$ cat config.mk
export PLATFORM = sky130hd
export DESIGN_NAME = color_adjust_top
export DESIGN_NICKNAME = d
export VERILOG_FILES = /design/src/source/video_pkg.sv /design/src/source/csr_pkg.sv /design/src/source/channel_contrast.sv /design/src/source/color_adjust_pipe.sv /design/src/source/adjust_csr.sv /design/src/source/color_adjust_top.sv
export SDC_FILE = /design/constraint.sdc
export NUM_CORES = 1
export LEC_CHECK = 0
export ABC_CLOCK_PERIOD_IN_PS = 9800
export BUFFER_PORTS_ARGS = -buffer_cell sky130_fd_sc_hd__clkbuf_2
export CORE_ASPECT_RATIO = 0.7
export CORE_MARGIN = 1.5
export CORE_UTILIZATION = 40
export DETAILED_ROUTE_END_ITERATION = 16
export PLACE_DENSITY = 0.55
export SETUP_SLACK_MARGIN = 0.15
export SKIP_LAST_GASP = 1
export SYNTH_ARGS = -nofsm -noshare
export SYNTH_HDL_FRONTEND = slang
export SYNTH_SLANG_ARGS = --single-unit
export TNS_END_PERCENT = 100
$ cat constraint.sdc
create_clock -name clk -period 9.8 [get_ports clk]
set_input_delay 0.49 -clock clk [delete_from_list [all_inputs] [get_ports clk]]
set_output_delay 0.49 -clock clk [all_outputs]
set_load 0.05 [all_outputs]
$ cat src/source/video_pkg.sv
package video_pkg;

    // --------------------
    // pixel stream layout
    // --------------------

    // colour channels per pixel word
    localparam int CHANNELS = 3;

    // slice index inside the packed pixel, red sits in the low bits
    typedef enum int {
        CH_R = 0,
        CH_G = 1,
        CH_B = 2
    } channel_e;

    // --------------------
    // arithmetic
    // --------------------

    // contrast coefficient, unsigned fixed point
    localparam int COE_WIDTH = 9;

    // registers between video input and video output
    localparam int PIPE_LATENCY = 4;

endpackage

$ cat src/source/csr_pkg.sv
package csr_pkg;

    // --------------------
    // wishbone bus
    // --------------------

    localparam int WB_ADDR_WIDTH = 4;
    localparam int WB_DATA_WIDTH = 32;

    // word address, taken from adr bits 3:2
    typedef enum logic [1:0] {
        REG_CONTRAST   = 2'd0,
        REG_BRIGHTNESS = 2'd1,
        REG_CTRL       = 2'd2
    } reg_addr_e;

    // --------------------
    // register contents
    // --------------------

    // unity gain with six fraction bits
    localparam int CONTRAST_RESET   = 64;
    localparam int BRIGHTNESS_RESET = 0;

    // ctrl register bit positions
    localparam int CTRL_BYPASS_BIT = 0;

endpackage

$ cat src/source/channel_contrast.sv
`timescale 1ns/10ps

module channel_contrast
    import video_pkg::*;
#(
    parameter int PIXEL_WIDTH        = 8,
    parameter int COE_FRACTION_WIDTH = 6
) (
    input  logic                   clk,
    input  logic                   rst_i,
    input  logic [PIXEL_WIDTH-1:0] pix_i,
    input  logic [COE_WIDTH-1:0]   contrast_i,
    input  logic [PIXEL_WIDTH-1:0] brightness_i,
    output logic [PIXEL_WIDTH-1:0] pix_o
);

    // product width and signed sum width with headroom
    localparam int PROD_W  = COE_WIDTH + PIXEL_WIDTH;
    localparam int OFF_W   = PIXEL_WIDTH + 1 + COE_FRACTION_WIDTH;
    localparam int SUM_W   = PROD_W + 2;
    localparam int OVF_LSB = COE_FRACTION_WIDTH + PIXEL_WIDTH;

    // mid grey, 128 for 8-bit pixels
    localparam logic [OFF_W-1:0] MID = OFF_W'(1) << (PIXEL_WIDTH - 1);
    // half an output LSB
    localparam logic signed [SUM_W-1:0] ROUND_HALF = SUM_W'(1) << (COE_FRACTION_WIDTH - 1);

    logic [PROD_W-1:0]       prod_q;
    logic [PROD_W-1:0]       coe_mid_q;
    logic [OFF_W-1:0]        offset_q;
    logic signed [SUM_W-1:0] sum_q;
    logic signed [SUM_W-1:0] round_q;

    // --------------------
    // arithmetic stages
    // --------------------

    always_ff @(posedge clk) begin
        // stage 0, coefficients sampled together with the pixel
        prod_q    <= contrast_i * pix_i;
        coe_mid_q <= PROD_W'(contrast_i) << (PIXEL_WIDTH - 1);
        offset_q  <= (MID + OFF_W'(brightness_i)) << COE_FRACTION_WIDTH;

        // stage 1, contrast*(pix - mid) + (mid + brightness)
        sum_q <= $signed(SUM_W'(prod_q)) - $signed(SUM_W'(coe_mid_q))
               + $signed(SUM_W'(offset_q));

        // stage 2
        round_q <= sum_q + ROUND_HALF;
    end

    // --------------------
    // saturation
    // --------------------

    // stage 3, clamp then drop the fraction bits
    always_ff @(posedge clk) begin
        if (rst_i) begin
            pix_o <= '0;
        end else if (round_q[SUM_W-1]) begin
            pix_o <= '0;
        end else if (|round_q[SUM_W-2:OVF_LSB]) begin
            pix_o <= '1;
        end else begin
            pix_o <= round_q[COE_FRACTION_WIDTH +: PIXEL_WIDTH];
        end
    end

endmodule

$ cat src/source/color_adjust_pipe.sv
`timescale 1ns/10ps

module color_adjust_pipe
    import video_pkg::*;
#(
    parameter int PIXEL_WIDTH        = 8,
    parameter int COE_FRACTION_WIDTH = 6
) (
    input  logic                            clk,
    input  logic                            rst_i,
    input  logic [CHANNELS*PIXEL_WIDTH-1:0] pix_i,
    input  logic                            de_i,
    input  logic                            hs_i,
    input  logic                            vs_i,
    input  logic [COE_WIDTH-1:0]            contrast_i,
    input  logic [PIXEL_WIDTH-1:0]          brightness_i,
    input  logic                            bypass_i,
    output logic [CHANNELS*PIXEL_WIDTH-1:0] pix_o,
    output logic                            de_o,
    output logic                            hs_o,
    output logic                            vs_o
);

    logic [CHANNELS*PIXEL_WIDTH-1:0] adj_pix;
    logic [CHANNELS*PIXEL_WIDTH-1:0] raw_sr [PIPE_LATENCY];
    logic [PIPE_LATENCY-1:0]         de_sr;
    logic [PIPE_LATENCY-1:0]         hs_sr;
    logic [PIPE_LATENCY-1:0]         vs_sr;
    logic [PIPE_LATENCY-1:0]         bypass_sr;

    // one arithmetic pipeline per colour
    for (genvar ch = 0; ch < CHANNELS; ch++) begin : g_channel
        localparam channel_e CH_IDX = channel_e'(ch);
        channel_contrast #(
            .PIXEL_WIDTH        (PIXEL_WIDTH),
            .COE_FRACTION_WIDTH (COE_FRACTION_WIDTH)
        ) channel_contrast_inst (
            .clk          (clk),
            .rst_i        (rst_i),
            .pix_i        (pix_i[int'(CH_IDX)*PIXEL_WIDTH +: PIXEL_WIDTH]),
            .contrast_i   (contrast_i),
            .brightness_i (brightness_i),
            .pix_o        (adj_pix[int'(CH_IDX)*PIXEL_WIDTH +: PIXEL_WIDTH])
        );
    end

    // --------------------
    // matched delay lines
    // --------------------

    always_ff @(posedge clk) begin
        if (rst_i) begin
            de_sr     <= '0;
            hs_sr     <= '0;
            vs_sr     <= '0;
            bypass_sr <= '0;
        end else begin
            de_sr     <= {de_sr[PIPE_LATENCY-2:0], de_i};
            hs_sr     <= {hs_sr[PIPE_LATENCY-2:0], hs_i};
            vs_sr     <= {vs_sr[PIPE_LATENCY-2:0], vs_i};
            // bypass follows its own pixel
            bypass_sr <= {bypass_sr[PIPE_LATENCY-2:0], bypass_i};
        end
    end

    // raw pixel for the bypass path
    always_ff @(posedge clk) begin
        raw_sr[0] <= pix_i;
        for (int i = 1; i < PIPE_LATENCY; i++) begin
            raw_sr[i] <= raw_sr[i-1];
        end
    end

    assign pix_o = bypass_sr[PIPE_LATENCY-1] ? raw_sr[PIPE_LATENCY-1] : adj_pix;
    assign de_o  = de_sr[PIPE_LATENCY-1];
    assign hs_o  = hs_sr[PIPE_LATENCY-1];
    assign vs_o  = vs_sr[PIPE_LATENCY-1];

    // data enable lines up with the channel pipeline depth
    assert property (@(posedge clk) disable iff (rst_i)
        !$past(rst_i, PIPE_LATENCY) |-> de_o == $past(de_i, PIPE_LATENCY));

endmodule

$ cat src/source/adjust_csr.sv
`timescale 1ns/10ps

module adjust_csr
    import video_pkg::*;
    import csr_pkg::*;
#(
    parameter int PIXEL_WIDTH = 8
) (
    input  logic                       clk,
    input  logic                       rst_i,
    input  logic                       wb_cyc_i,
    input  logic                       wb_stb_i,
    input  logic                       wb_we_i,
    input  logic [WB_ADDR_WIDTH-1:0]   wb_adr_i,
    input  logic [WB_DATA_WIDTH-1:0]   wb_dat_i,
    input  logic [WB_DATA_WIDTH/8-1:0] wb_sel_i,
    input  logic                       vs_i,
    output logic [WB_DATA_WIDTH-1:0]   wb_dat_o,
    output logic                       wb_ack_o,
    output logic [COE_WIDTH-1:0]       contrast_o,
    output logic [PIXEL_WIDTH-1:0]     brightness_o,
    output logic                       bypass_o
);

    logic                   req;
    reg_addr_e              reg_addr;
    logic [COE_WIDTH-1:0]   contrast_shadow;
    logic [PIXEL_WIDTH-1:0] brightness_shadow;
    logic                   bypass_shadow;
    logic                   vs_q;
    logic                   load_q;

    // replace only the byte lanes enabled by sel
    function automatic logic [WB_DATA_WIDTH-1:0] merge_lanes(
        input logic [WB_DATA_WIDTH-1:0]   old_val,
        input logic [WB_DATA_WIDTH-1:0]   new_val,
        input logic [WB_DATA_WIDTH/8-1:0] sel
    );
        logic [WB_DATA_WIDTH-1:0] merged;
        merged = old_val;
        for (int i = 0; i < WB_DATA_WIDTH / 8; i++) begin
            if (sel[i]) begin
                merged[8*i +: 8] = new_val[8*i +: 8];
            end
        end
        return merged;
    endfunction

    // new request only while ack is low, so each access acks once
    assign req      = wb_cyc_i && wb_stb_i && !wb_ack_o;
    assign reg_addr = reg_addr_e'(wb_adr_i[3:2]);

    // --------------------
    // bus side
    // --------------------

    always_ff @(posedge clk) begin
        if (rst_i) begin
            wb_ack_o          <= 1'b0;
            contrast_shadow   <= COE_WIDTH'(CONTRAST_RESET);
            brightness_shadow <= PIXEL_WIDTH'(BRIGHTNESS_RESET);
            bypass_shadow     <= 1'b0;
        end else begin
            wb_ack_o <= req;
            if (req && wb_we_i) begin
                case (reg_addr)
                    REG_CONTRAST: contrast_shadow <= COE_WIDTH'(merge_lanes(
                        WB_DATA_WIDTH'(contrast_shadow), wb_dat_i, wb_sel_i));
                    REG_BRIGHTNESS: brightness_shadow <= PIXEL_WIDTH'(merge_lanes(
                        WB_DATA_WIDTH'(brightness_shadow), wb_dat_i, wb_sel_i));
                    REG_CTRL: begin
                        if (wb_sel_i[CTRL_BYPASS_BIT / 8]) begin
                            bypass_shadow <= wb_dat_i[CTRL_BYPASS_BIT];
                        end
                    end
                    // word 3 ignores writes
                    default: ;
                endcase
            end
        end
    end

    // readback shows the shadow copies
    always_ff @(posedge clk) begin
        if (req) begin
            case (reg_addr)
                REG_CONTRAST:   wb_dat_o <= WB_DATA_WIDTH'(contrast_shadow);
                REG_BRIGHTNESS: wb_dat_o <= WB_DATA_WIDTH'(brightness_shadow);
                REG_CTRL:       wb_dat_o <= WB_DATA_WIDTH'(bypass_shadow) << CTRL_BYPASS_BIT;
                default:        wb_dat_o <= '0;
            endcase
        end
    end

    // --------------------
    // frame-start update
    // --------------------

    // vs rise seen at edge N, active copy at N+1
    always_ff @(posedge clk) begin
        if (rst_i) begin
            vs_q         <= 1'b0;
            load_q       <= 1'b0;
            contrast_o   <= COE_WIDTH'(CONTRAST_RESET);
            brightness_o <= PIXEL_WIDTH'(BRIGHTNESS_RESET);
            bypass_o     <= 1'b0;
        end else begin
            vs_q   <= vs_i;
            load_q <= vs_i && !vs_q;
            if (load_q) begin
                contrast_o   <= contrast_shadow;
                brightness_o <= brightness_shadow;
                bypass_o     <= bypass_shadow;
            end
        end
    end

    // single-cycle ack pulse
    assert property (@(posedge clk) disable iff (rst_i) wb_ack_o |=> !wb_ack_o);

    // ack only answers a request from the cycle before
    assert property (@(posedge clk) disable iff (rst_i)
        wb_ack_o |-> $past(wb_cyc_i && wb_stb_i));

endmodule

$ cat src/source/color_adjust_top.sv
`timescale 1ns/10ps

module color_adjust_top
    import video_pkg::*;
    import csr_pkg::*;
#(
    parameter int PIXEL_WIDTH        = 8,
    parameter int COE_FRACTION_WIDTH = 6
) (
    input  logic                            clk,
    input  logic                            rst_i,
    // wishbone slave
    input  logic                            wb_cyc_i,
    input  logic                            wb_stb_i,
    input  logic                            wb_we_i,
    input  logic [WB_ADDR_WIDTH-1:0]        wb_adr_i,
    input  logic [WB_DATA_WIDTH-1:0]        wb_dat_i,
    input  logic [WB_DATA_WIDTH/8-1:0]      wb_sel_i,
    output logic [WB_DATA_WIDTH-1:0]        wb_dat_o,
    output logic                            wb_ack_o,
    // video in and out
    input  logic [CHANNELS*PIXEL_WIDTH-1:0] pix_i,
    input  logic                            de_i,
    input  logic                            hs_i,
    input  logic                            vs_i,
    output logic [CHANNELS*PIXEL_WIDTH-1:0] pix_o,
    output logic                            de_o,
    output logic                            hs_o,
    output logic                            vs_o
);

    logic [COE_WIDTH-1:0]   contrast;
    logic [PIXEL_WIDTH-1:0] brightness;
    logic                   bypass;

    adjust_csr #(
        .PIXEL_WIDTH (PIXEL_WIDTH)
    ) adjust_csr_inst (
        .clk          (clk),
        .rst_i        (rst_i),
        .wb_cyc_i     (wb_cyc_i),
        .wb_stb_i     (wb_stb_i),
        .wb_we_i      (wb_we_i),
        .wb_adr_i     (wb_adr_i),
        .wb_dat_i     (wb_dat_i),
        .wb_sel_i     (wb_sel_i),
        .vs_i         (vs_i),
        .wb_dat_o     (wb_dat_o),
        .wb_ack_o     (wb_ack_o),
        .contrast_o   (contrast),
        .brightness_o (brightness),
        .bypass_o     (bypass)
    );

    color_adjust_pipe #(
        .PIXEL_WIDTH        (PIXEL_WIDTH),
        .COE_FRACTION_WIDTH (COE_FRACTION_WIDTH)
    ) color_adjust_pipe_inst (
        .clk          (clk),
        .rst_i        (rst_i),
        .pix_i        (pix_i),
        .de_i         (de_i),
        .hs_i         (hs_i),
        .vs_i         (vs_i),
        .contrast_i   (contrast),
        .brightness_i (brightness),
        .bypass_i     (bypass),
        .pix_o        (pix_o),
        .de_o         (de_o),
        .hs_o         (hs_o),
        .vs_o         (vs_o)
    );

endmodule

==> results of run 1 <==
## how the worst min path moves through the flow
stage	cells after the start	to	from
2_1_floorplan	0	flop	flop
3_3_place_gp	0	color_adjust_pipe_inst.raw_sr[3][7]$_DFF_P_	color_adjust_pipe_inst.raw_sr[2][7]$_DFF_P_
3_5_place_dp	0	color_adjust_pipe_inst.raw_sr[1][0]$_DFF_P_	color_adjust_pipe_inst.raw_sr[0][0]$_DFF_P_
4_1_cts	2	color_adjust_pipe_inst.de_sr[0]$_SDFF_PP0_	de_i
5_1_grt	2	color_adjust_pipe_inst.de_sr[0]$_SDFF_PP0_	de_i
6_report	2	color_adjust_pipe_inst.de_sr[0]$_SDFF_PP0_	de_i
## cells in the final DEF (no fill, tap or decap), types with 4 or more instances in the layout
cell,n
dfxtp_1,309
nor2_1,89
o21ai_0,22
clkinvlp_4,5
nand4_1,6
and3_1,20
nand3_1,26
xor2_1,33
nor2b_1,31
and2_1,166
or2_2,4
a21boi_0,8
fa_1,129
edfxtp_1,9
ha_1,159
mux2i_1,41
clkbuf_2,81
a21oi_1,48
inv_1,206
o21ai_2,4
nand2b_1,14
a211o_1,6
or4_1,4
mux2_2,24
o21bai_1,4
nor3_1,8
xnor2_1,77
o31a_1,6
clkbuf_16,35
o21a_1,40
nand2_1,79
a21o_1,9
bufinv_16,7
buf_4,11
conb_1,23
## per-stage QoR
step / hold slack, ns / std cells / util
6_report: 0.172 / 2411 / 0.457
5_1_grt: 0.156 / 2410 / 0.457
4_1_cts: 0.150 / 2410 / 0.457
3_5_place_dp: 0.312 / 2349 / 0.428
3_3_place_gp: 0.310 / 2349 / 0.428
2_1_floorplan: 0.310 / 1726 / -
## Yosys cell counts (all sizes together), types with 3 or more instances
cell type    n
a211o        6
a211oi       4
a21boi       9
a21o         9
a21oi       50
and2       166
and3        20
buf         31
clkbuf      32
dfxtp      309
edfxtp       9
fa         129
ha         159
inv        206
maj3         3
mux2        24
mux2i       41
nand2       79
nand2b      14
nand3       26
nand4        6
nor2        89
nor2b       31
nor3         9
o211ai       4
o21a        40
o21ai       28
o21bai       4
o31a         6
o31ai        6
or2          4
or4          4
xnor2       78
xor2        33
## layout make-up
class,count,share of cell area
diodes,1,0.000126
clock buffers,39,0.0462
clock inverters,22,0.0175
inverters,206,0.0388
multi-input cells,1139,0.512
flip-flops and latches,318,0.324
well taps,594,0.0373
repair buffers,92,0.0245
## layer usage
layer  share of wire  up-vias
met5               0        -
li1                -     5657
met2            0.42      203
met3           0.045       57
met4           0.019        0
met1            0.52     5484
## power groups by stage
stage	sequential, mW	clock, mW	combinational [mW]
after floorplan	1.51	0	0.388
final	1.50	1.43	0.497
after global placement	1.53	0	0.491
after detailed placement	1.53	0	0.496
after global routing	1.52	1.52	0.551
after CTS	1.50	1.47	0.500
## logic make-up (layout without fill, tap and decap cells)
| family | after synthesis | after routing | share of synthesized area |
|---|---|---|---|
| fa+ha+maj | 291 | 291 | 0.260 |
| other cells | 1 | 24 | 0.000212 |
| xor+xnor | 112 | 112 | 0.0567 |
| mux | 65 | 65 | 0.0385 |
| flops | 318 | 318 | 0.365 |
| buf+inv | 269 | 359 | 0.0622 |
| compound gates | 186 | 186 | 0.0771 |
| simple gates | 462 | 462 | 0.140 |
==> summary.txt, run 1 <==
status -> finished clean
#FFs+latches synth -> 318
synthesized area per cell -> 10.4 um^2
root buffer cell -> clkbuf_16
Top delay family on crit path -> adder cells
Internal -> 2.50 mW
post-synthesis sequential area ratio -> 0.365
M2 GR Usage -> 0.272
# DRC -> 0
Slowest-stage cell, CP -> fa_1
routed vias -> 11400
clock sinks -> 318
DIE AREA -> 45500 um^2
Core ar. -> 43600 um^2
dpl hpwl -> 28700 um
met3 Use GR -> 0.0321
Max-Cap Viols -> 0
routability-driven placement congestion ratio -> 0.815
fillers -> 4147
Detailed Routing Iterations Pass 1 -> 4
crit path buf inv count -> 5
TritonCTS clock tree -> yes
setup ws final -> 4.85 ns
Synth top area share -> 0.350
Rel. slew slack -> 0.304
clock buffer depth -> 3
first-pass GRT wire length -> 63200 um
Final #Nets -> 2151
WS Path Type -> flop to flop
actual slew at the worst max-slew pin -> 1.04 ns
r2r setup slk -> 4.85 ns
clock skew -> 0.0203 ns
DRT antenna net count -> 0
Syn Inst Count -> 1704
PwrDens -> 172 nW/um^2
register area -> 6460 um^2
Multi-input gate area -> 10200 um^2
Worst path depth -> 18
CP startpoint kind -> flop
register share of total power -> 0.438
initial core utilization -> 0.405
fin crit share -> 0.505
top post-synthesis cells by area -> dfxtp_1, fa_1, ha_1
Crit. End Element -> flop
RSZ-0062 raised after global routing -> no
yosys warns -> 0
Port Buf Inserts -> 81
WL final -> 38000 um
Data required, critical path -> 10.22 ns
postcts setup bufs -> 0
Design Power -> 3.42 mW
vias in the first global route -> 11900
NetSw -> 920 uW
setup TNS -> 0 ns
Yosys top cell by area -> dfxtp_1
R2R depth -> 18
Pleak -> 9.43 nW
1st-iter DRT viols -> 439
cell area after synthesis -> 17700 um^2
Post-synth EDFFs -> 9
die height -> 179 um
Logic pwr share -> 0.145
boundary pin count -> 132
Slew Limit Fails -> 0
Total GRT Usage -> 0.178
top_reg_cell synth -> dfxtp_1
CTS clock-pin slew for the worst setup and hold paths -> 0.07 ns
GR Layer Usage met1 -> 0.257
Crit. Startpoint -> adjust_csr_inst.contrast_o[4]$_SDFFE_PP0P_
switching share of power -> 0.269
Worst EP arrival -> 5.36 ns
final setup fails -> 0
library cells used by synthesis -> 73
CTS Hold Buffers Added -> 0
DIE WIDTH -> 254 um
grt peak-use layer -> met2
Post-DP Area -> 18700 um^2
total CTS buffers -> 34
asr flop ratio synth -> 0
Clk network pwr share -> 0.417
row cnt -> 64
initial antenna violation count -> 1
worst vdd rail ir drop -> 0.0000965 V
post-route cell area -> 19900 um^2
Hold Path Class -> input port to flop
f_max -> 0.202 GHz
largest net degree at the start of global routing -> 57
Max FO, Critical Path -> 21
routed len/inst -> 15.8 um
DR vias/cell -> 4.73
worst flop-to-flop path startpoint -> adjust_csr_inst.contrast_o[4]$_SDFFE_PP0P_
fin crit period -> 4.95 ns
final hold violations -> 0
gr ovfl total -> 0
later-pin clock latency in the skew report -> 0.53 ns
post-CTS sizing -> 0
crit path cell chain -> buf_4 -> and2_1 -> fa_1 -> inv_1 -> fa_1 -> inv_1 -> fa_1 -> inv_1 -> fa_1 -> inv_1 -> ha_1 -> a21o_1 -> a2111o_1 -> a21oi_2 -> o21ai_2 -> o31ai_4 -> o21bai_1 -> xor2_1
layout cells sized above 1 -> 0.111
crit-path max cell delay -> 0.53 ns
Setup WS pre-CTS -> 4.73 ns
H-tree depth -> 2
area delta synth->final -> 12.8%
Note: power is estimated with default switching activity, not from simulation.
==> inputs of run 2 (changes only) <==
- ABC_CLOCK_PERIOD_IN_PS: 9800 -> 4300
- PLACE_DENSITY: 0.55 -> 0.57
- clock period: 9.8 -> 4.3 ns (I/O delays scaled with it)
==> summary.txt, run 2 (synthesis gave the netlist of run 1 again) <==
Detailed Routing Iterations Pass 1 -> 4
PwrDens -> 353 nW/um^2
DIE AREA -> 45500 um^2
fillers -> 4019
Internal -> 5.46 mW
hold slack -> 0.0359 ns
failing checks -> setup timing
Pleak -> 10.2 nW
DIE WIDTH -> 254 um
row cnt -> 64
DRT antenna net count -> 0
Hold Path Class -> input port to flop
initial core utilization -> 0.405
clock sinks -> 318
DR vias/cell -> 4.75
register share of total power -> 0.449
Final #Nets -> 2283
RSZ-0062 raised after global routing -> yes
clock skew -> 0.0166 ns
setup ws final -> -0.0204 ns
WS Path Type -> flop to flop
routed vias -> 12100
Crit. End Element -> flop
routed len/inst -> 16.8 um
worst flop-to-flop path startpoint -> adjust_csr_inst.contrast_o[5]$_SDFFE_PP0P_
cell count of the worst hold path -> 2
fin crit share -> 1.00
Setup WS pre-CTS -> -0.191 ns
Worst EP arrival -> 4.78 ns
Max-Cap Viols -> 0
total CTS buffers -> 31
area delta synth->final -> 21.6%
CTS clock-pin slew for the worst setup and hold paths -> 0.07 ns
initial antenna violation count -> 4
1st-iter DRT viols -> 488
die height -> 179 um
status -> finished with violations
r2r setup slk -> -0.02 ns
routability-driven placement congestion ratio -> 0.852
Rel. slew slack -> 0.369
Total GRT Usage -> 0.191
Clk network pwr share -> 0.384
boundary pin count -> 132
# DRC -> 0
Crit. Startpoint -> adjust_csr_inst.contrast_o[5]$_SDFFE_PP0P_
largest net degree at the start of global routing -> 30
WL final -> 42800 um
first-pass GRT wire length -> 67000 um
dpl hpwl -> 32700 um
Port Buf Inserts -> 81
root buffer cell -> clkbuf_16
Slew Limit Fails -> 0
R2R depth -> 17
layout cells sized above 1 -> 0.203
setup TNS -> -0.0204 ns
Cells after DPL -> 2431
CP startpoint kind -> flop
H-tree depth -> 1
commonest non-fill, non-tap cell in the layout -> dfxtp_1
Logic pwr share -> 0.167
Core ar. -> 43600 um^2
NetSw -> 2.13 mW
TritonCTS clock tree -> yes
gr ovfl total -> 0
vias in the first global route -> 12600
most frequent cells in the layout -> dfxtp_1, inv_1, and2_1
actual slew at the worst max-slew pin -> 0.943 ns
final setup fails -> 1
f_max -> 0.231 GHz
Design Power -> 7.59 mW
switching share of power -> 0.280
later-pin clock latency in the skew report -> 0.58 ns
Data required, critical path -> 4.76 ns
worst vdd rail ir drop -> 0.000285 V
Finished Layout Cells -> 2543
final hold violations -> 0
clock buffer depth -> 3
fin crit period -> 4.32 ns
Max FO, Critical Path -> 4
## run 2: changes by cell type in the layout (fill, tap and decap cells not counted), sizes merged
cell / previous run / this run
dlygate4sd3: 0 / 29
bufinv: 7 / 4
clkinvlp: 5 / 0
clkbuf: 120 / 121
clkinv: 6 / 9
inv: 210 / 213
buf: 11 / 115
## run 2: stage by stage
step	utilization	cell area [um^2]
2_1_floorplan	-	17900
3_3_place_gp	0.445	19400
3_5_place_dp	0.445	19400
4_1_cts	0.484	21100
5_1_grt	0.492	21500
6_report	0.492	21500
## run 2: power by group through the flow
stage	registers, mW	logic (mW)	clock network (mW)
final	3.41	1.27	2.91
after global routing	3.44	1.39	3.11
after CTS	3.42	1.24	2.99
after detailed placement	3.48	1.21	0
after global placement	3.47	1.20	0
after floorplan	3.45	0.891	0
## run 2: worst max-delay path: stages, from the launching register on
cell and delay [ns]:
dfxtp_4 0.36, and2_1 0.16, fa_1 0.53, inv_1 0.05, fa_1 0.53, inv_1 0.05, fa_1 0.48, inv_1 0.05
fa_1 0.49, inv_2 0.04, ha_4 0.21, a21o_1 0.17, a2111o_1 0.38, a21oi_2 0.14, o21ai_2 0.09, o31ai_4 0.22
o21bai_1 0.12, xor2_1 0.15
## run 2: worst min-delay path by stage
| stage | from | endpoint | slack, ns |
|---|---|---|---|
| 5_1_grt | pix_i[17] | color_adjust_pipe_inst.raw_sr[0][17]$_DFF_P_ | 0.02 |
| 2_1_floorplan | pix_i[0] | color_adjust_pipe_inst.raw_sr[0][0]$_DFF_P_ | 0.24 |
| 6_report | pix_i[10] | color_adjust_pipe_inst.raw_sr[0][10]$_DFF_P_ | 0.04 |
| 4_1_cts | pix_i[10] | color_adjust_pipe_inst.raw_sr[0][10]$_DFF_P_ | 0.003 |
| 3_3_place_gp | color_adjust_pipe_inst.raw_sr[0][8]$_DFF_P_ | color_adjust_pipe_inst.raw_sr[1][8]$_DFF_P_ | 0.31 |
| 3_5_place_dp | color_adjust_pipe_inst.raw_sr[1][3]$_DFF_P_ | color_adjust_pipe_inst.raw_sr[2][3]$_DFF_P_ | 0.31 |
## run 2: area by class of cell
class                           instances  area (um^2)  share of cell area
Antenna cell                            1         2.50            0.000116
Clock inverter                         20          245              0.0114
Timing Repair Buffer                  227         1780              0.0828
Tap cell                              594          743              0.0346
Multi-Input combinational cell       1139        10600               0.493
Inverter                              206          773              0.0360
Clock buffer                           38          862              0.0401
Sequential cell                       318         6490               0.302
## run 2: layer usage
metal | track usage | up-vias | routed length [um]
li1 | - | 5927 | -
met3 | 0.0431 | 67 | 2300
met1 | 0.272 | 5845 | 21700
met5 | 0 | - | 0
met2 | 0.293 | 229 | 17900
met4 | 0.0464 | 0 | 941
## run 2: timing repair
item                                   4_1_cts  5_1_grt
setup endpoints to repair                   18       22
hold buffers                                29        0
cloned                                       1        2
buffers inserted                            10       11
resized for setup                           56       65
endpoints found under the hold margin       37        0
pin swaps                                   28       57
